`config.mk`:
```
export PLATFORM = sky130hd
export DESIGN_NAME = dcache_tag_store
export DESIGN_NICKNAME = d
export VERILOG_FILES = /design/src/common/dcache_pkg.sv /design/src/dcache/dcache_tag_store.sv
export SDC_FILE = /design/constraint.sdc
export NUM_CORES = 1
export LEC_CHECK = 0
export ABC_AREA = 1
export BUFFER_PORTS_ARGS = -buffer_cell sky130_fd_sc_hd__buf_2
export CORE_ASPECT_RATIO = 1.1
export CORE_UTILIZATION = 60
export CTS_CLUSTER_SIZE = 40
export DETAILED_ROUTE_END_ITERATION = 10
export PLACE_DENSITY = 0.82
export SETUP_SLACK_MARGIN = 0.05
export SLEW_MARGIN = 40
export SYNTH_ARGS = -nofsm -noshare
export SYNTH_HDL_FRONTEND = slang
export SYNTH_SLANG_ARGS = --single-unit
```
`constraint.sdc`:
```
create_clock -name clk -period 8.55 [get_ports clk]
set_input_delay 2.1375 -clock clk [delete_from_list [all_inputs] [get_ports clk]]
set_output_delay 2.1375 -clock clk [all_outputs]
set_load 0.05 [all_outputs]
```
`src/common/dcache_pkg.sv`:
```
// Cache geometry, address union, store size enum, request and control structs.
`default_nettype none

package dcache_pkg;

    // ------------------------------
    // Geometry.
    // ------------------------------
    localparam int LINE_W     = 512;
    localparam int DATA_W     = 64;
    localparam int ADDR_W     = 32;
    localparam int WAYS       = 2;
    localparam int SETS       = 2;
    localparam int WORD_OFF_W = 4;
    localparam int BYTE_OFF_W = 2;
    localparam int INDEX_W    = 1;
    localparam int TAG_W      = ADDR_W - INDEX_W - WORD_OFF_W - BYTE_OFF_W;

    // Line number and block offset split.
    localparam int BLK_OFF_W  = WORD_OFF_W + BYTE_OFF_W;
    localparam int LINE_NO_W  = ADDR_W - BLK_OFF_W;

    // ------------------------------
    // Basic types.
    // ------------------------------
    typedef logic                way_t;
    typedef logic [LINE_W-1:0]   line_t;
    typedef logic [DATA_W-1:0]   data_t;
    typedef logic [TAG_W-1:0]    tag_t;

    // Address as cache fields.
    typedef struct packed {
        tag_t                  tag;
        logic [INDEX_W-1:0]    index;
        logic [WORD_OFF_W-1:0] word_off;
        logic [BYTE_OFF_W-1:0] byte_off;
    } addr_fields_t;

    // Address as memory line and offset.
    typedef struct packed {
        logic [LINE_NO_W-1:0]  line_no;
        logic [BLK_OFF_W-1:0]  blk_off;
    } addr_line_t;

    typedef union packed {
        addr_fields_t fields;
        addr_line_t   line;
    } dcache_addr_u;

    // Store access size.
    typedef enum logic [1:0] {
        SB = 2'd0,
        SH = 2'd1,
        SW = 2'd2,
        SD = 2'd3
    } store_size_e;

    // ------------------------------
    // Request and control.
    // ------------------------------
    typedef struct packed {
        dcache_addr_u addr;
        data_t        wdata;
        store_size_e  size;
    } dcache_req_t;

    typedef struct packed {
        logic store_en;
        logic fill_en;
        logic valid_set;
        logic lru_touch;
        logic addr_sel_req;
    } dcache_ctrl_t;

endpackage

`default_nettype wire

```
`src/dcache/dcache_tag_store.sv`:
```
// Tag and valid arrays, tag compare, way select and refill tag write.
`timescale 1ns/1ns
`default_nettype none

module dcache_tag_store (
    input  wire                       clk,
    input  wire                       arst,
    input  dcache_pkg::dcache_addr_u  i_addr,
    input  wire                       i_fill_en,
    input  wire                       i_valid_set,
    input  dcache_pkg::way_t          i_victim,
    output logic                      o_hit,
    output dcache_pkg::way_t          o_way,
    output dcache_pkg::tag_t          o_victim_tag
);
    import dcache_pkg::*;

    tag_t                       tag_mem [SETS][WAYS];
    logic [SETS-1:0][WAYS-1:0]  valid_q;
    logic [WAYS-1:0]            way_hit;
    logic [INDEX_W-1:0]         index;

    assign index = i_addr.fields.index;

    // ------------------------------
    // Lookup.
    // ------------------------------
    always_comb begin
        for (int w = 0; w < WAYS; w++) begin
            way_hit[w] = valid_q[index][w] && (tag_mem[index][w] == i_addr.fields.tag);
        end
    end

    assign o_hit = |way_hit;

    // Lower hitting way wins, victim on a miss.
    always_comb begin
        if (way_hit[0]) begin
            o_way = 1'b0;
        end else if (way_hit[1]) begin
            o_way = 1'b1;
        end else begin
            o_way = i_victim;
        end
    end

    assign o_victim_tag = tag_mem[index][i_victim];

    // ------------------------------
    // Refill.
    // ------------------------------
    always_ff @(posedge clk or posedge arst) begin
        if (arst) begin
            for (int s = 0; s < SETS; s++) begin
                for (int w = 0; w < WAYS; w++) begin
                    tag_mem[s][w] <= '0;
                end
            end
        end else if (i_fill_en) begin
            tag_mem[index][i_victim] <= i_addr.fields.tag;
        end
    end

    always_ff @(posedge clk or posedge arst) begin
        if (arst) begin
            valid_q <= '0;
        end else if (i_valid_set) begin
            valid_q[index][i_victim] <= 1'b1;
        end
    end

    // One line per set holds a given tag.
    a_single_hit: assert property (@(posedge clk) disable iff (arst)
        !(way_hit[0] && way_hit[1]));

endmodule

`default_nettype wire

```
==> results.ini <==
[timing]
fmax_mhz=152
finalMaxSlewViolations=0
rsz0062_at_grt=false
hold_viol_final=0
finClkSkew_ps=0
min_period_over_period_pct=76.8
slew_headroom_pct=51.9
fin_ws_ps=1980
layout_min_cycle_time_ps=6570
finalSetupViolCount=0
fin_tns_setup_ps=0
tightest_slew_ps=720

[place]
io_buffers=57
gp_congestion=0.861
dp_cells=953
place_hpwl_mm=9.71
detailedPlace.worstSlack_ps=1780

[worst_setup_path]
r2r_start=valid_q[3]
cp_max_fo=45
critPathKind=primary input to output port
endpoint_kind=output port
worstPathArrival_ps=4430
worstPathRequired_ps=6410
ff2ff_setup_slack_ps=7830
r2r_end=valid_q[3]
start_kind=primary input
r2r_cells=1

[routing]
via_count=5382
avgViaCountPerCell=5.55
wl_per_cell_um=15.0
antenna_left=0
wirelength_mm=14.6
drt_iter0_drc=481
route.detailed.drc=0
drtPass1Iterations=6

[cts]
cts_buffer_depth=2
cts_resized=0
postCtsSetupRepairBufs=0
cts_hold_buf=0
cts_tree=yes
clk_pin_slew_ps=90
clkSinkCount=104
cts_root_buf=clkbuf_8
htreeDepth=3
insertion_delay_ps=380
cts_buffers=9

[power]
share_seq_of_total_power_pct=45.6
p_per_area_nw_per_um2=216
p_int_w=0.000878
p_clk_share_pct=28.3
p_sw_w=0.000463
total_power_w=0.00134
switching_share_pct=34.5
irDropWorstVdd_mv=0.111
power.leakage_nw=3.32
combPwrFrac_pct=26.1

[grt]
grt_pass1_vias=5056
antenna_found_initial=0
grt_pass1_wl_mm=23.9
grt_max_degree=57
grtUsageMet1_pct=43.0
grt_util_met3_pct=4.24
grt.busiest_layer=met2
track_usage_pct=31.5
grt_use_met2_pct=49.8
grt_overflow=0

[floorplan]
die_h_um=104
core-area_um2=9010
dieArea_um2=9860
initial_utilization_pct=63.0
chipWidth_um=94.8
rows=36
pin_count=64

[status]
outcome=finished, final reports clean

[logic_synthesis]
yosys.area.top_type_share_pct=45.8
ys_ff_latch=104
netlist_area_um2=5680
ys_warn_count=0
syn_inst=817
synth_area_leader_cell=dfrtp_1
yosysUniqueCellTypes=21
syn_nets=854
synth_area_leaders=dfrtp_1 46%, nand2_1 22%, o21ai_0 12%
seq_area_frac_synth_pct=45.8
synth_area_per_cell_um2=6.95

[min_path]
hp-start=valid_q[1]
min_path_cells=2
hold_path_class=register to register
min_to=valid_q[1]

[layout]
multi_input_area_um2=2570
syn2layout_area_growth_pct=9.36
fillers=746
seqCellArea_um2=2600
drive_above_1_share_pct=10.3
stdcell_count=969
n_antenna_cell=0
nNetsFinal=887

[run]
cap_viol_max_count=0

[stage by stage]
stage | util, % | hold slack (ps) | instance area, um2
after CTS | 68.9 | 460 | 6200
final | 68.9 | 460 | 6210
after global placement | 65.9 | 429 | 5940
after global routing | 68.9 | 490 | 6210
after detailed placement | 66.0 | 436 | 5950
after floorplan | - | 418 | 5680
[worst max-delay path by stage]
stage	cells past startpoint	end	slack [ps]	start
floorplan	6	o_victim_tag[3]	2650	i_addr[6]
global route	13	o_way	1760	i_addr[6]
global placement	13	o_way	1810	i_addr[6]
CTS	13	o_way	1770	i_addr[6]
finish	13	o_way	1980	i_addr[6]
detailed placement	13	o_way	1780	i_addr[6]
[worst max-delay path, cell delays in order]
cell     delay, ps
buf_4          400
buf_4          510
nand2_1        130
nand3_1        150
nand2_1         70
nor2_1         120
nand2_1         80
nor2_1         110
nand2_1         60
nor2_1         120
nor2_1          60
nor2_1         160
buf_2          290
[placed cells by master, fill, tap and decap left out]
cell type   netlist  routed
inv_1            79      78
bufinv_16         0       3
xor2_1            5       5
o21ai_2           1       1
clkinvlp_4        0       1
o21ai_1           4       4
a31oi_1           5       5
nand2_2           1       1
o211ai_1          7       7
nand3_2           0       3
nand2_1         340     340
nand3_1          56      53
nor2_1           32      32
clkinv_2          0       1
buf_4             5       8
a31o_2            2       2
inv_4             1       2
buf_2             6      55
o21ai_0         136     136
or2_1             1       1
dfrtp_1         104     104
clkbuf_8          0      11
nand4_1           2       2
[registers in the layout, indices dropped and copies added (netlist names)]
signal	cells
valid_q	4
tag_mem	100
[layout make-up]
type                    instances  area share [%]
well taps                     114            2.30
inverters                      80            4.92
repair buffers                 63            5.40
flip-flops and latches        104            41.9
clock buffers                  11            2.44
clock inverters                 5            1.65
multi-input cells             592            41.4
[power groups by stage]
stage | registers, W | logic [W] | clock network (W)
after global routing | 0.000620 | 0.000394 | 0.000403
after floorplan | 0.000609 | 0.000268 | 0
after CTS | 0.000611 | 0.000349 | 0.000382
after global placement | 0.000615 | 0.000334 | 0
after detailed placement | 0.000620 | 0.000347 | 0
final | 0.000612 | 0.000350 | 0.000379
[Yosys cell counts (all sizes together)]
master	number
a31o	2
a31oi	5
buf	17
clkbuf	24
dfrtp	104
inv	80
nand2	341
nand3	56
nand4	2
nor2	32
o211ai	7
o21ai	141
or2	1
xor2	5
[logic make-up after synthesis]
logic type,Yosys count,synth area share [%]
simple gates,432,30.0
compound gates,155,14.3
buf+inv,121,9.17
flops,104,45.8
xor+xnor,5,0.771
[layer usage]
metal  wire length, um  vias up
met3               940       31
met1              6320     2497
li1                  -     2646
met4               374        0
met2              6930      208
met5                 0        -
No activity file was read; power rests on OpenSTA's default activity.
