### src/common/dcache_pkg.sv
// Cache geometry, address union, store size enum, request and control structs.
`default_nettype none

package dcache_pkg;

    // ------------------------------
    // Geometry.
    // ------------------------------
    localparam int LINE_W     = 512;
    localparam int DATA_W     = 64;
    localparam int ADDR_W     = 32;
    localparam int WAYS       = 2;
    localparam int SETS       = 2;
    localparam int WORD_OFF_W = 4;
    localparam int BYTE_OFF_W = 2;
    localparam int INDEX_W    = 1;
    localparam int TAG_W      = ADDR_W - INDEX_W - WORD_OFF_W - BYTE_OFF_W;

    // Line number and block offset split.
    localparam int BLK_OFF_W  = WORD_OFF_W + BYTE_OFF_W;
    localparam int LINE_NO_W  = ADDR_W - BLK_OFF_W;

    // ------------------------------
    // Basic types.
    // ------------------------------
    typedef logic                way_t;
    typedef logic [LINE_W-1:0]   line_t;
    typedef logic [DATA_W-1:0]   data_t;
    typedef logic [TAG_W-1:0]    tag_t;

    // Address as cache fields.
    typedef struct packed {
        tag_t                  tag;
        logic [INDEX_W-1:0]    index;
        logic [WORD_OFF_W-1:0] word_off;
        logic [BYTE_OFF_W-1:0] byte_off;
    } addr_fields_t;

    // Address as memory line and offset.
    typedef struct packed {
        logic [LINE_NO_W-1:0]  line_no;
        logic [BLK_OFF_W-1:0]  blk_off;
    } addr_line_t;

    typedef union packed {
        addr_fields_t fields;
        addr_line_t   line;
    } dcache_addr_u;

    // Store access size.
    typedef enum logic [1:0] {
        SB = 2'd0,
        SH = 2'd1,
        SW = 2'd2,
        SD = 2'd3
    } store_size_e;

    // ------------------------------
    // Request and control.
    // ------------------------------
    typedef struct packed {
        dcache_addr_u addr;
        data_t        wdata;
        store_size_e  size;
    } dcache_req_t;

    typedef struct packed {
        logic store_en;
        logic fill_en;
        logic valid_set;
        logic lru_touch;
        logic addr_sel_req;
    } dcache_ctrl_t;

endpackage

`default_nettype wire

### src/dcache/dcache_lru.sv
// Per-set LRU state and victim way.
`timescale 1ns/1ns
`default_nettype none

module dcache_lru (
    input  wire                             clk,
    input  wire                             arst,
    input  wire [dcache_pkg::INDEX_W-1:0]   i_index,
    input  wire                             i_touch,
    input  dcache_pkg::way_t                i_way,
    output dcache_pkg::way_t                o_victim
);
    import dcache_pkg::*;

    // With two ways the order reduces to the least recent way.
    way_t victim_q [SETS];

    always_ff @(posedge clk or posedge arst) begin
        if (arst) begin
            for (int s = 0; s < SETS; s++) begin
                victim_q[s] <= 1'b0;
            end
        end else if (i_touch) begin
            // Touched way becomes most recent.
            victim_q[i_index] <= ~i_way;
        end
    end

    assign o_victim = victim_q[i_index];

endmodule

`default_nettype wire

### config.mk
export PLATFORM = sky130hd
export DESIGN_NAME = dcache_lru
export DESIGN_NICKNAME = d
export VERILOG_FILES = /design/src/common/dcache_pkg.sv /design/src/dcache/dcache_lru.sv
export SDC_FILE = /design/constraint.sdc
export NUM_CORES = 1
export LEC_CHECK = 0
export BUFFER_PORTS_ARGS = -buffer_cell sky130_fd_sc_hd__buf_2
export CORE_AREA = 5 5 42 44
export DETAILED_ROUTE_END_ITERATION = 16
export DIE_AREA = 0 0 47 49
export PLACE_DENSITY = 0.33
export REMOVE_ABC_BUFFERS = 1
export SLEW_MARGIN = 20
export SYNTH_ARGS = -nofsm -noshare
export SYNTH_HDL_FRONTEND = slang
export SYNTH_SLANG_ARGS = --single-unit
export TNS_END_PERCENT = 30
### constraint.sdc
create_clock -name clk -period 0.8 [get_ports clk]
set_input_delay 0.16 -clock clk [delete_from_list [all_inputs] [get_ports clk]]
set_output_delay 0.16 -clock clk [all_outputs]
set_load 0.02 [all_outputs]
==> results of run 1 <==
[logic make-up (layout without fill, tap and decap cells)]
kind of cell | count (synthesis) | in the layout | synth area share
flops | 2 | 2 | 0.520
compound gates | 3 | 3 | 0.169
mux | 1 | 1 | 0.104
buf+inv | 2 | 12 | 0.0780
simple gates | 2 | 2 | 0.130
[worst paths after layout]
check,cells after the start,end,startpoint,slack [ns]
max,3,o_victim,victim_q[0],-0.21
min,2,victim_q[1],i_way,0.14
max reg2reg,3,victim_q[0],victim_q[0],0
min reg2reg,2,victim_q[1],victim_q[1],0.53
max in group asynchronous,3,victim_q[0],arst,0.35
min in group asynchronous,3,victim_q[1],arst,0.34
[routing by layer]
| layer | global-route usage | vias up | part of all wire |
|---|---|---|---|
| li1 | - | 53 | - |
| met1 | 0.0219 | 52 | 0.26 |
| met2 | 0.0566 | 6 | 0.50 |
| met3 | 0.0443 | 0 | 0.23 |
| met4 | 0.0691 | 0 | 0 |
| met5 | 0 | - | 0 |
[metrics by stage]
step,cells,setup TNS [ns]
final,36,-0.208
after global routing,36,-0.342
after CTS,36,-0.233
after detailed placement,31,-0.0905
after global placement,31,-0.00948
after floorplan,10,-0.190
[cell type report]
type | count | area (um2) | share of cell area
multi-input cells | 6 | 42.5 | 0.222
well taps | 16 | 20.0 | 0.105
flip-flops and latches | 2 | 50.0 | 0.261
repair buffers | 7 | 48.8 | 0.255
inverters | 2 | 7.51 | 0.0392
clock buffers | 3 | 22.5 | 0.118
[cell usage in the layout (no fill, tap or decap)]
master,netlist,final
inv_2,0,1
o21ai_2,0,1
mux2i_1,1,1
inv_1,2,1
clkbuf_4,0,3
a31oi_1,1,1
buf_2,0,4
buf_4,0,1
buf_6,0,1
dlygate4sd3_1,0,1
a21oi_1,1,1
nor2b_2,1,1
nand2_1,1,1
dfrtp_1,2,2
[report_power, final]
part | total [mW] | switching [mW] | internal (mW)
logic | 0.0879 | 0.0417 | 0.0462
clock network | 0.215 | 0.0501 | 0.165
registers | 0.123 | 0.00673 | 0.116
total | 0.426 | 0.0986 | 0.327
[critical path, stage by stage, from the launching register on]
cell,delay [ns]
dfrtp_1,0.37
nand2_1,0.07
o21ai_2,0.06
buf_6,0.13
[repair_timing]
| action | 4_1_cts | 5_1_grt |
|---|---|---|
| hold buffers | 1 | 0 |
| setup endpoints to repair | 1 | 2 |
| pin swaps | 1 | 0 |
| resized for setup | 5 | 0 |
| buffers inserted | 1 | 0 |
| hold endpoints to repair | 2 | 0 |
==> flow_metrics.tcl, run 1 <==
set metrics [dict create \
    ys_seq_area_frac 0.519 \
    final_max_slew_viol_count 0 \
    synth_common_cells "dfrtp_1 (2), inv_1 (2)" \
    violations "negative setup slack" \
    min_period_ns 1.01 \
    viasPerCell 3.08 \
    final-hold-violation-count 0 \
    io_pins 6 \
    hp-class "in2reg" \
    synth_top_area_frac 0.519 \
    fmax_mhz 992 \
    overflow 0 \
    yosysWarnings 0 \
    placementRows 14 \
    ir_drop_uv 329 \
    worst-endpoint-arrival_ns 0.85 \
    area_delta_synth_final_pct 98.7 \
    skew_ns 0 \
    synth-edff-count 0 \
    layout_worst_path_cycle_share 1.26 \
    via_count 111 \
    p_leak_nw 0.0918 \
    nNetsFinal 27 \
    cts_sinks 2 \
    drive_above_1_share 0.600 \
    synth_area_leaders "dfrtp_1 (52%), mux2i_1 (10%), nor2b_2 (9.1%)" \
    clk_pin_slew_ns 0.03 \
    finalSetupViolCount 1 \
    core_area_um2 1400 \
    antenna_found_initial 0 \
    worstPathRequired_ns 0.64 \
    worst_pin_slew_ns 0.158 \
    grt_pass1_vias 160 \
    clock_path_buffers 2 \
    status "complete, but fails checks" \
    initial_core_util 0.0687 \
    drc 0 \
    dpl_worst_slack_ns -0.0905 \
    diodes 0 \
    grt_usage 0.0436 \
    power_uw 426 \
    synth-seq-cells 2 \
    drtIter0Drc 0 \
    cts_inserted_buffers 3 \
    critPathMaxFanout 2 \
    die_area_um2 2300 \
    place_congestion 0.644 \
    postSynthCellCount 10 \
    maxCapViolCount 0 \
    largest_reg_flops 2 \
    worst_slack_ns -0.208 \
    crit_type "reg2out" \
    grt_max_degree 6 \
    async_flop_share 1.00 \
    htreeDepth 1 \
    end_kind "primary output" \
    p_per_area_nw_per_um2 2220 \
    synth_flop_cell "dfrtp_1" \
    regMostFlops "victim_q" \
    rsz0062_at_grt "true" \
    finalInstanceArea_um2 191 \
    synth.avg_cell_area_um2 9.63 \
    wl_um 319 \
    die_w_um 47 \
    syn_area_um2 96.3 \
    dr.pass1.iters 1 \
    grt_pass1_wl_um 572 \
    biggestRegsByFlops "victim_q: 2 flops" \
    final_util 0.137 \
    portBuffers 5 \
    fin_hold_ws_ns 0.138 \
    synth_cell_types 8 \
    post_drt_wl_per_cell_um 8.86 \
    fillers 166 \
    drtAntennaViolNets 0 \
    die_h_um 49 \
    cts_tree "built" \
    insertion_delay_ns 0.22 \
    synth_area_leader_cell "dfrtp_1" \
    cp-start-kind "flop" \
    cts-root-buf "clkbuf_4" \
    placed_area_um2 141 \
    max_slew_margin 0.894 \
]
Power figures use the tool's default switching activity.
==> run 2: changes to the inputs <==
CAP_MARGIN = 20   (was not set)
PLACE_DENSITY = 0.3   (was 0.33)
==> run 2 against run 1 <==
Effect of this change: the flow still finishes with violations (negative setup slack); setup slack worse by 0.0030 ns; total power rose by 4.4%; largest power group unchanged; highest routed layer unchanged; cell count increased by 2.8%; combinational power is 13% higher; critical path depth unchanged; cell area rose by 3.9%.
==> flow_metrics.tcl, run 2 (synthesized netlist as in run 1, its figures left out) <==
set metrics [dict create \
    ir_drop_uv 417 \
    via_count 104 \
    drtAntennaViolNets 0 \
    area_delta_synth_final_pct 106 \
    cpPeakStageDelay_ns 0.32 \
    portBuffers 5 \
    violations "negative setup slack" \
    wl_um 290 \
    nNetsFinal 28 \
    multiInputGateArea_um2 42.5 \
    register_area_um2 50.0 \
    power_frac_comb 0.224 \
    reg2reg_from "victim_q[0]" \
    post_drt_wl_per_cell_um 7.84 \
    rsz0062_at_grt "true" \
    cts-root-buf "clkbuf_4" \
    overflow 0 \
    insertion_delay_ns 0.22 \
    initial_core_util 0.0687 \
    hp-class "in2reg" \
    cts_tree "built" \
    cts_sinks 2 \
    finalSetupViolCount 1 \
    cp-start-kind "flop" \
    dr.pass1.iters 2 \
    p_int_uw 337 \
    worst-endpoint-arrival_ns 0.85 \
    die_area_um2 2300 \
    crit_type "reg2out" \
    crit_chain "inv_2 > o21ai_2 > buf_6" \
    skew_ns 0 \
    critPathMaxFanout 2 \
    clk_pin_slew_ns 0.03 \
    max_slew_margin 0.920 \
    htreeDepth 1 \
    grt_pass1_vias 109 \
    grt_usage 0.0366 \
    io_pins 6 \
    antenna_found_initial 0 \
    end_kind "primary output" \
    p_clk_frac 0.503 \
    p_per_area_nw_per_um2 2230 \
    biggestRegsByFlops "victim_q: 2 flops" \
    drtIter0Drc 1 \
    crit_start "victim_q[1]" \
    critPathTopFamily "flip-flops" \
    grt_max_degree 6 \
    worst_pin_slew_ns 0.117 \
    cp_slowest_cell "dfrtp_1" \
    drive_above_1_share 0.619 \
    clock_path_buffers 2 \
    largest_reg_flops 2 \
    final_max_slew_viol_count 0 \
    drc 0 \
    p_leak_nw 0.0966 \
    diodes 0 \
    p_switching_uw 108 \
    place_congestion 0.695 \
    grt_pass1_wl_um 462 \
    die_h_um 49 \
    cts_inserted_buffers 3 \
    placed_area_um2 141 \
    dp.final_hpwl_um 189 \
    maxCapViolCount 0 \
    fillers 173 \
    core_area_um2 1400 \
    worst_slack_ns -0.211 \
    status "complete, but fails checks" \
    final-hold-violation-count 0 \
    finalInstanceArea_um2 199 \
    fin_setup_tns_ns -0.211 \
    hold_start "i_way" \
    viasPerCell 2.81 \
    p_seq_frac 0.274 \
    regMostFlops "victim_q" \
    placementRows 14 \
    switching_share 0.242 \
    worstPathRequired_ns 0.64 \
    fmax_mhz 989 \
    layout_commonest_cell "buf_2" \
    layout_worst_path_cycle_share 1.26 \
    die_w_um 47 \
    critPathBufInv 2 \
    min_period_ns 1.01 \
    mostFrequentLayoutCells "buf_2 (4), clkbuf_4 (3), buf_4 (2), dfrtp_1 (2)" \
]
[run 2: changes by cell type in the layout (fill, tap and decap cells not counted), sizes merged]
cell	change
buf	+1
[run 2: layer usage]
| metal | vias to the layer above | track usage | part of all wire |
|---|---|---|---|
| met5 | - | 0 | 0 |
| met4 | 0 | 0.0553 | 0 |
| met3 | 0 | 0.0517 | 0.20 |
| met2 | 6 | 0.0271 | 0.33 |
| met1 | 42 | 0.0308 | 0.47 |
| li1 | 56 | - | - |
[run 2: power by group through the flow]
stage                     Combinational [mW]  Clock [mW]  Sequential, mW
final                                 0.0994       0.223           0.122
after global routing                   0.109       0.260           0.124
after CTS                             0.0769       0.242           0.120
after detailed placement              0.0582           0           0.122
after global placement                0.0564           0           0.121
after floorplan                       0.0334           0           0.121
[run 2: final cells by class]
cell class	count	area share
repair buffers	8	0.283
inverters	2	0.0377
flip-flops and latches	2	0.252
multi-input cells	6	0.214
clock buffers	3	0.113
well taps	16	0.101
[run 2: worst reg2reg max path: cells and delay by family (launching register included)]
kind                   cells  cell delay [ns]
DFF                        1             0.36
buffers and inverters      1             0.13
AOI/OAI and AO/OA          2             0.16
[run 2: repair_timing]
item                       4_1_cts  5_1_grt
setup buffers                    1        1
hold endpoints to repair         2        0
resized for setup                2        3
gates cloned                     0        0
hold buffers                     1        0
pin swaps                        1        1
setup endpoints to repair        1        2
[run 2: through the flow]
stage / setup WS (ns) / hold slack (ns) / instances / util / total power [mW]
global placement: -0.0265 / 0.0127 / 31 / 0.101 / 0.178
finish: -0.211 / 0.142 / 37 / 0.142 / 0.444
CTS: -0.231 / 0.136 / 36 / 0.131 / 0.439
detailed placement: -0.0481 / 0.0141 / 31 / 0.101 / 0.180
global route: -0.275 / 0.141 / 37 / 0.142 / 0.493
floorplan: -0.190 / -0.0988 / 10 / - / 0.154
[run 2: path summary, 6_finish.rpt]
path	to	slack, ns	cells past startpoint
worst max-delay path	o_victim	-0.21	3
worst min-delay path	victim_q[1]	0.14	2
worst max register to register	victim_q[0]	0.02	3
worst min register to register	victim_q[1]	0.63	3
max in group asynchronous	victim_q[1]	0.36	3
min in group asynchronous	victim_q[0]	0.33	3
