<file path="config.mk">
export PLATFORM = sky130hd
export DESIGN_NAME = dcache_store_align
export DESIGN_NICKNAME = d
export VERILOG_FILES = /design/src/common/dcache_pkg.sv /design/src/dcache/dcache_store_align.sv
export SDC_FILE = /design/constraint.sdc
export NUM_CORES = 1
export LEC_CHECK = 0
export BUFFER_PORTS_ARGS = -buffer_cell sky130_fd_sc_hd__buf_2
export CELL_PAD_IN_SITES_DETAIL_PLACEMENT = 0
export CELL_PAD_IN_SITES_GLOBAL_PLACEMENT = 1
export CORE_AREA = 2 2 261 263
export DETAILED_ROUTE_END_ITERATION = 12
export DIE_AREA = 0 0 263 265
export GPL_TIMING_DRIVEN = 0
export PLACE_DENSITY_LB_ADDON = 0.1
export SYNTH_ARGS = -nofsm -noshare
export SYNTH_HDL_FRONTEND = slang
export SYNTH_SLANG_ARGS = --single-unit
</file>
<file path="constraint.sdc">
create_clock -name vclk -period 2.8
set_input_delay 0.56 -clock vclk [all_inputs]
set_output_delay 0.56 -clock vclk [all_outputs]
set_load 0.03 [all_outputs]
</file>
<file path="src/common/dcache_pkg.sv">
// Cache geometry, address union, store size enum, request and control structs.
`default_nettype none

package dcache_pkg;

    // ------------------------------
    // Geometry.
    // ------------------------------
    localparam int LINE_W     = 512;
    localparam int DATA_W     = 64;
    localparam int ADDR_W     = 32;
    localparam int WAYS       = 2;
    localparam int SETS       = 2;
    localparam int WORD_OFF_W = 4;
    localparam int BYTE_OFF_W = 2;
    localparam int INDEX_W    = 1;
    localparam int TAG_W      = ADDR_W - INDEX_W - WORD_OFF_W - BYTE_OFF_W;

    // Line number and block offset split.
    localparam int BLK_OFF_W  = WORD_OFF_W + BYTE_OFF_W;
    localparam int LINE_NO_W  = ADDR_W - BLK_OFF_W;

    // ------------------------------
    // Basic types.
    // ------------------------------
    typedef logic                way_t;
    typedef logic [LINE_W-1:0]   line_t;
    typedef logic [DATA_W-1:0]   data_t;
    typedef logic [TAG_W-1:0]    tag_t;

    // Address as cache fields.
    typedef struct packed {
        tag_t                  tag;
        logic [INDEX_W-1:0]    index;
        logic [WORD_OFF_W-1:0] word_off;
        logic [BYTE_OFF_W-1:0] byte_off;
    } addr_fields_t;

    // Address as memory line and offset.
    typedef struct packed {
        logic [LINE_NO_W-1:0]  line_no;
        logic [BLK_OFF_W-1:0]  blk_off;
    } addr_line_t;

    typedef union packed {
        addr_fields_t fields;
        addr_line_t   line;
    } dcache_addr_u;

    // Store access size.
    typedef enum logic [1:0] {
        SB = 2'd0,
        SH = 2'd1,
        SW = 2'd2,
        SD = 2'd3
    } store_size_e;

    // ------------------------------
    // Request and control.
    // ------------------------------
    typedef struct packed {
        dcache_addr_u addr;
        data_t        wdata;
        store_size_e  size;
    } dcache_req_t;

    typedef struct packed {
        logic store_en;
        logic fill_en;
        logic valid_set;
        logic lru_touch;
        logic addr_sel_req;
    } dcache_ctrl_t;

endpackage

`default_nettype wire

</file>
<file path="src/dcache/dcache_store_align.sv">
// Store size decode into line byte mask, replicated write line and misalignment flag.
`timescale 1ns/1ns
`default_nettype none

module dcache_store_align (
    input  dcache_pkg::dcache_req_t       i_req,
    output logic [dcache_pkg::LINE_W/8-1:0] o_byte_en,
    output dcache_pkg::line_t             o_wdata_line,
    output logic                          o_misaligned
);
    import dcache_pkg::*;

    logic [BLK_OFF_W-1:0] offs;
    logic [BLK_OFF_W-1:0] base;
    logic [7:0]           lane_mask;

    assign offs = {i_req.addr.fields.word_off, i_req.addr.fields.byte_off};

    // ------------------------------
    // Lane select per size.
    // ------------------------------
    always_comb begin
        case (i_req.size)
            SB: begin
                base         = offs;
                lane_mask    = 8'h01;
                o_wdata_line = {(LINE_W/8){i_req.wdata[7:0]}};
            end
            SH: begin
                base         = {offs[BLK_OFF_W-1:1], 1'b0};
                lane_mask    = 8'h03;
                o_wdata_line = {(LINE_W/16){i_req.wdata[15:0]}};
            end
            SW: begin
                base         = {offs[BLK_OFF_W-1:2], 2'b00};
                lane_mask    = 8'h0f;
                o_wdata_line = {(LINE_W/32){i_req.wdata[31:0]}};
            end
            default: begin
                base         = {offs[BLK_OFF_W-1:3], 3'b000};
                lane_mask    = 8'hff;
                o_wdata_line = {(LINE_W/DATA_W){i_req.wdata}};
            end
        endcase
    end

    assign o_byte_en = {{(LINE_W/8-8){1'b0}}, lane_mask} << base;

    // Misaligned stores are still written.
    always_comb begin
        case (i_req.size)
            SH:      o_misaligned = i_req.addr.fields.byte_off[0];
            SW:      o_misaligned = |i_req.addr.fields.byte_off;
            SD:      o_misaligned = (|i_req.addr.fields.byte_off) |
                                    i_req.addr.fields.word_off[0];
            default: o_misaligned = 1'b0;
        endcase
    end

endmodule

`default_nettype wire

</file>
==> results by group, run 1 <==
Yosys
  • Synth top area share: 68.63%
  • Warnings from Yosys: 0
  • Mean Syn Cell Area: 7.393 um2
  • Synth Net Count: 786
  • Mapped Cells: 688
  • Sequential cell area fraction in the yosys report: 0%
  • Area contributors post-synth: buf_4 (69%), mux2_2 (6.4%), nor2_1 (3.7%), mux4_2 (3.5%), mux2i_1 (3.1%)
  • Netlist cell types: 31
  • Cell taking the most area after synthesis: buf_4
  • Synthesized area: 5086 um2

Pwr
  • Power density cells: 350.8 nW/um2
  • Lkg Pwr: 5.582 nW
  • Power, Total: 3.409 mW
  • VDD IR max: 0.0001042 V

Die
  • Initial Util: 7.614%
  • Die Ht: 265 um
  • # IOs: 675
  • Die W: 263 um
  • Core area: 66800 um2
  • Die area: 69700 um2
  • Row cnt: 95

Cells and area
  • Area Overhead vs Synth: 91.05%
  • Share of layout cells above drive strength 1: 90.07%
  • FF+latch area: 0 um2
  • Most frequent cells in the layout: buf_2 (651), buf_4 (469), nor2_1 (49), mux2_2 (29), nor3_1 (23)
  • Sequential cell count: 0
  • Leading cell type in the layout, fill and taps excluded: buf_2
  • Multi-input gate area: 1662 um2
  • Clkbuf count: 0
  • # nets final: 1440
  • # fillers: 7916

Outcome
  • Status: complete, no violations

STA
  • Fin. Hold Viols: 0
  • Slew Viols, Final: 0
  • RSZ-0062 raised after global routing: yes
  • Worst rel slew slack: 63.03%
  • Worst-margin pin slew: 0.5546 ns
  • Fin crit share: 97.87%
  • # setup viols final: 0
  • Fmax: 364.9 MHz
  • Final min period: 2.740 ns
  • Setup TNS: 0 ns

Detailed routing
  • Iter 0 DRT Violations: 160
  • WL final: 36.63 mm
  • Top layer in use: met5
  • Drt drc: 0
  • Met3 routed WL: 1.877 mm
  • Iteration count of the initial detailed-routing pass: 4
  • Vias: 6149
  • Final ANT Viol Nets: 0
  • Vias per cell: 2.777
  • Met1 wire length: 13.49 mm
  • Met2 wire len: 21.13 mm
  • Routed len/inst: 16.54 um

GRT
  • Initial antenna violation count: 5
  • Grt total ovfl: 0
  • Vias in the first global route: 5685
  • First-pass GRT wire length: 47.89 mm
  • Largest net degree at the start of global routing: 15
  • GR Util All Layers: 9.582%

Worst setup path
  • Critical path endpoint: o_wdata_line[429]
  • Critical Path Source: i_req[0]
  • Critical path class: input pin to output pin
  • Critical path's largest stage delay: 0.25 ns
  • Worst path cell trace: buf_2 > buf_6 > buf_12 > clkinvlp_4 > buf_4 > buf_4 > o21ai_4 > buf_4 > buf_2
  • CP Data Required Time: 2.24 ns
  • CP max stage cell: o21ai_4
  • Crit path DAT: 2.18 ns
  • Setup crit start kind: input pin
  • CP Capture Type: output pin
  • CP dominant cell by count: buf_4
  • Peak fanout along the critical path: 10

Clock network
  • Post-CTS Hold Buffers: 0

Placement
  • Dpl hpwl: 31.88 mm
  • Port Buffers: 645
  • GP Congestion: 0.7099

Hold path
  • Worst Hold Depth: 4
  • Worst min path class: input pin to output pin

Run
  • Max-Cap Viols: 0
==> how the worst min path moves through the flow <==
stage / startpoint / endpoint / slack, ns
2_1_floorplan: i_req[2] / o_wdata_line[0] / 1.25
3_3_place_gp: i_req[66] / o_misaligned / 1.63
3_5_place_dp: i_req[66] / o_misaligned / 1.63
4_1_cts: i_req[66] / o_misaligned / 1.62
5_1_grt: i_req[40] / o_wdata_line[38] / 1.67
6_report: i_req[66] / o_misaligned / 1.62
==> cell type report <==
class | instances | share of cell area (%)
Buffer | 478 | 37.03
Tap cell | 873 | 11.24
Timing Repair Buffer | 652 | 34.17
Multi-Input combinational cell | 200 | 17.10
Antenna cell | 1 | 0.02575
Inverter | 10 | 0.4249
==> per-stage QoR <==
stage / area (um2) / util, % / setup slack (ns) / hold WS [ns] / cells
floorplan: 5086 / - / -0.1909 / 1.252 / 688
global placement: 9407 / 14.08 / -1.559 / 1.629 / 2206
detailed placement: 9414 / 14.09 / -1.340 / 1.625 / 2207
CTS: 9664 / 14.47 / -0.01583 / 1.624 / 2213
global route: 9717 / 14.55 / -0.07371 / 1.669 / 2214
finish: 9717 / 14.55 / 0.05961 / 1.622 / 2214
==> logic make-up after synthesis <==
| logic type | after synthesis | synth area share [%] |
|---|---|---|
| buffers and inverters | 488 | 70.78 |
| AOI/OAI and AO/OA | 48 | 6.446 |
| and+or+nand+nor | 99 | 9.668 |
| muxes | 53 | 13.11 |
==> cells in the mapped netlist (all sizes together) (2+ instances only) <==
| library cell | count |
|---|---|
| or3b | 2 |
| a21oi | 19 |
| buf | 478 |
| nor3 | 24 |
| mux4 | 8 |
| mux2i | 16 |
| nor2 | 51 |
| nor3b | 8 |
| nor2b | 2 |
| nand2 | 6 |
| o22ai | 2 |
| inv | 10 |
| mux2 | 29 |
| nand3b | 3 |
| o21bai | 2 |
| o21ai | 15 |
| a211o | 8 |
==> metal layers <==
metal  vias to the layer above  global-route usage [%]
met5                         -                       0
met3                        12                   1.635
met1                      2793                   10.08
met2                       278                   20.28
met4                         6                  0.4633
li1                       3060                       -
==> where the power goes <==
part           switching (mW)    total (mW)  internal, mW
registers                   0             0             0
clock network               0  0.0000000478  0.0000000478
logic                    2.17          3.41          1.24
==> critical path: cells and delay by family <==
kind	cells	cell delay, ns
buffers and inverters	8	1.34
AOI/OAI and AO/OA	1	0.25
==> repair_timing <==
| item | CTS | global route |
|---|---|---|
| resized for setup | 50 | 9 |
| pin swaps | 4 | 0 |
| buffers inserted | 6 | 0 |
| setup endpoints to repair | 179 | 87 |
| cloned | 0 | 0 |
Note: power is estimated with default switching activity, not from simulation.
==> inputs of run 2 (changes only) <==
- PLACE_DENSITY_LB_ADDON: 0.1 -> 0.3
==> results by group, run 2 (synthesized netlist as in run 1, its figures left out) <==
Outcome
  • Status: complete, no violations

Cells and area
  • FF+latch area: 0 um2 (unchanged)
  • Share of layout cells above drive strength 1: 89.90% (-0.17 points)
  • Area Overhead vs Synth: 90.11%
  • # nets final: 1437 (-0.21%)
  • Most frequent cells in the layout: buf_2 (652), buf_4 (466), nor2_1 (48), mux2_2 (29), nor3_1 (23)
  • Clkbuf count: 0 (unchanged)
  • Leading cell type in the layout, fill and taps excluded: buf_2
  • Sequential cell count: 0 (unchanged)

STA
  • RSZ-0062 raised after global routing: yes
  • Final min period: 2.701 ns (-0.03890 ns)
  • Fin. Hold Viols: 0 (unchanged)
  • Fin crit share: 96.48% (-1.4 points)
  • Hold slack: 1.614 ns (-0.007790 ns)
  • Worst rel slew slack: 51.81% (-11 points)
  • Slew Viols, Final: 0 (unchanged)
  • # setup viols final: 0 (unchanged)
  • Fmax: 370.2 MHz (+1.4%)
  • Worst-margin pin slew: 0.7202 ns (+0.1656 ns)
  • Setup TNS: 0 ns (unchanged)

Worst setup path
  • CP Capture Type: output pin
  • Crit path DAT: 2.14 ns (-0.04 ns)
  • CP Buf/Inv Count: 8 (unchanged)
  • Critical path's largest stage delay: 0.22 ns (-0.03 ns)
  • CP Data Required Time: 2.24 ns (about the same)
  • Critical path class: input pin to output pin
  • CP dominant cell by count: buf_4
  • Setup crit start kind: input pin
  • Peak fanout along the critical path: 10 (unchanged)
  • CP top delay family: buffers and inverters
  • Worst path cell trace: buf_2 > buf_6 > buf_12 > clkinvlp_4 > buf_4 > o21ai_1 > buf_4 > buf_4 > buf_2
  • CP max stage cell: buf_6

Detailed routing
  • Iteration count of the initial detailed-routing pass: 4 (unchanged)
  • Routed len/inst: 13.83 um (-16%)
  • Final ANT Viol Nets: 0 (unchanged)
  • Drt drc: 0 (unchanged)
  • Iter 0 DRT Violations: 124 (-23%)
  • Vias: 6113 (-0.59%)
  • WL final: 30.58 mm (-17%)
  • Vias per cell: 2.765 (-0.45%)

Run
  • Max-Cap Viols: 0 (unchanged)

Die
  • Die Ht: 265 um (unchanged)
  • Die W: 263 um (unchanged)
  • # IOs: 675 (unchanged)
  • Die area: 69700 um2 (unchanged)
  • Row cnt: 95 (unchanged)
  • Core area: 66800 um2 (unchanged)
  • Initial Util: 7.614% (unchanged)

Placement
  • GP Congestion: 0.7371 (+3.8%)
  • Port Buffers: 645 (unchanged)
  • Dpl hpwl: 26.29 mm (-18%)

GRT
  • Grt total ovfl: 0 (unchanged)
  • Grt peak-use layer: met2
  • Initial antenna violation count: 1 (-4)
  • Largest net degree at the start of global routing: 15 (unchanged)
  • GRT met1 Usage: 8.998% (-1.1 points)
  • GR Util All Layers: 7.895% (-1.7 points)
  • Met3 Usage GRT: 0.8082% (-0.83 points)
  • First-pass GRT wire length: 40.70 mm (-15%)
  • Routing usage on met2: 16.17% (-4.1 points)
  • Vias in the first global route: 5535 (-2.6%)

Pwr
  • Power, Total: 3.333 mW (-2.2%)
  • Power density cells: 344.7 nW/um2 (-1.7%)
  • Lkg Pwr: 5.559 nW (-0.41%)
  • VDD IR max: 0.0001533 V (+47%)

Hold path
  • Worst min path class: input pin to output pin

Clock network
  • Post-CTS Hold Buffers: 0 (unchanged)
run 2: cell count changes in the layout (fill, tap and decap cells not counted), sizes merged:
cell / previous run / this run
buf: 1128 / 1127
clkbuf: 2 / 0
run 2: path summary, 6_finish.rpt:
kind / startpoint / end / slack, ns / depth (start not counted)
setup / recovery: i_req[0] / o_wdata_line[361] / 0.1 / 9
hold / removal: i_req[66] / o_misaligned / 1.61 / 4
run 2: layout make-up:
cell class,count,area (um2)
Tap cell,873,1092
Inverter,10,41.29
Buffer,478,3610
Fill cell,7770,57130
Antenna cell,1,2.502
Timing Repair Buffer,649,3262
Multi-Input combinational cell,200,1662
run 2: what timing repair did:
| action | in CTS | in global routing |
|---|---|---|
| setup buffers | 2 | 0 |
| pin swaps | 0 | 1 |
| endpoints found under the hold margin | 0 | 0 |
| resized for setup | 42 | 16 |
| setup endpoints to repair | 179 | 104 |
run 2: routing by layer:
metal	wire length (um)	vias up
met5	0	-
met2	16870	382
met4	61	0
met1	12050	2665
li1	-	3062
met3	1595	4
run 2: power breakdown:
group          internal (mW)  switching, mW      total, mW
Sequential                 0              0              0
Combinational           1.22           2.11           3.33
Clock          0.00000000656              0  0.00000000657
Total                   1.22           2.11           3.33
run 2: through the flow:
step | instance area (um2) | setup WS, ns | utilization (%) | std cells
floorplan | 5086 | -0.1909 | - | 688
global placement | 9407 | -1.964 | 14.08 | 2206
detailed placement | 9425 | -1.132 | 14.11 | 2208
CTS | 9574 | -0.004443 | 14.33 | 2210
global route | 9667 | -0.005128 | 14.47 | 2210
finish | 9669 | 0.09850 | 14.47 | 2211
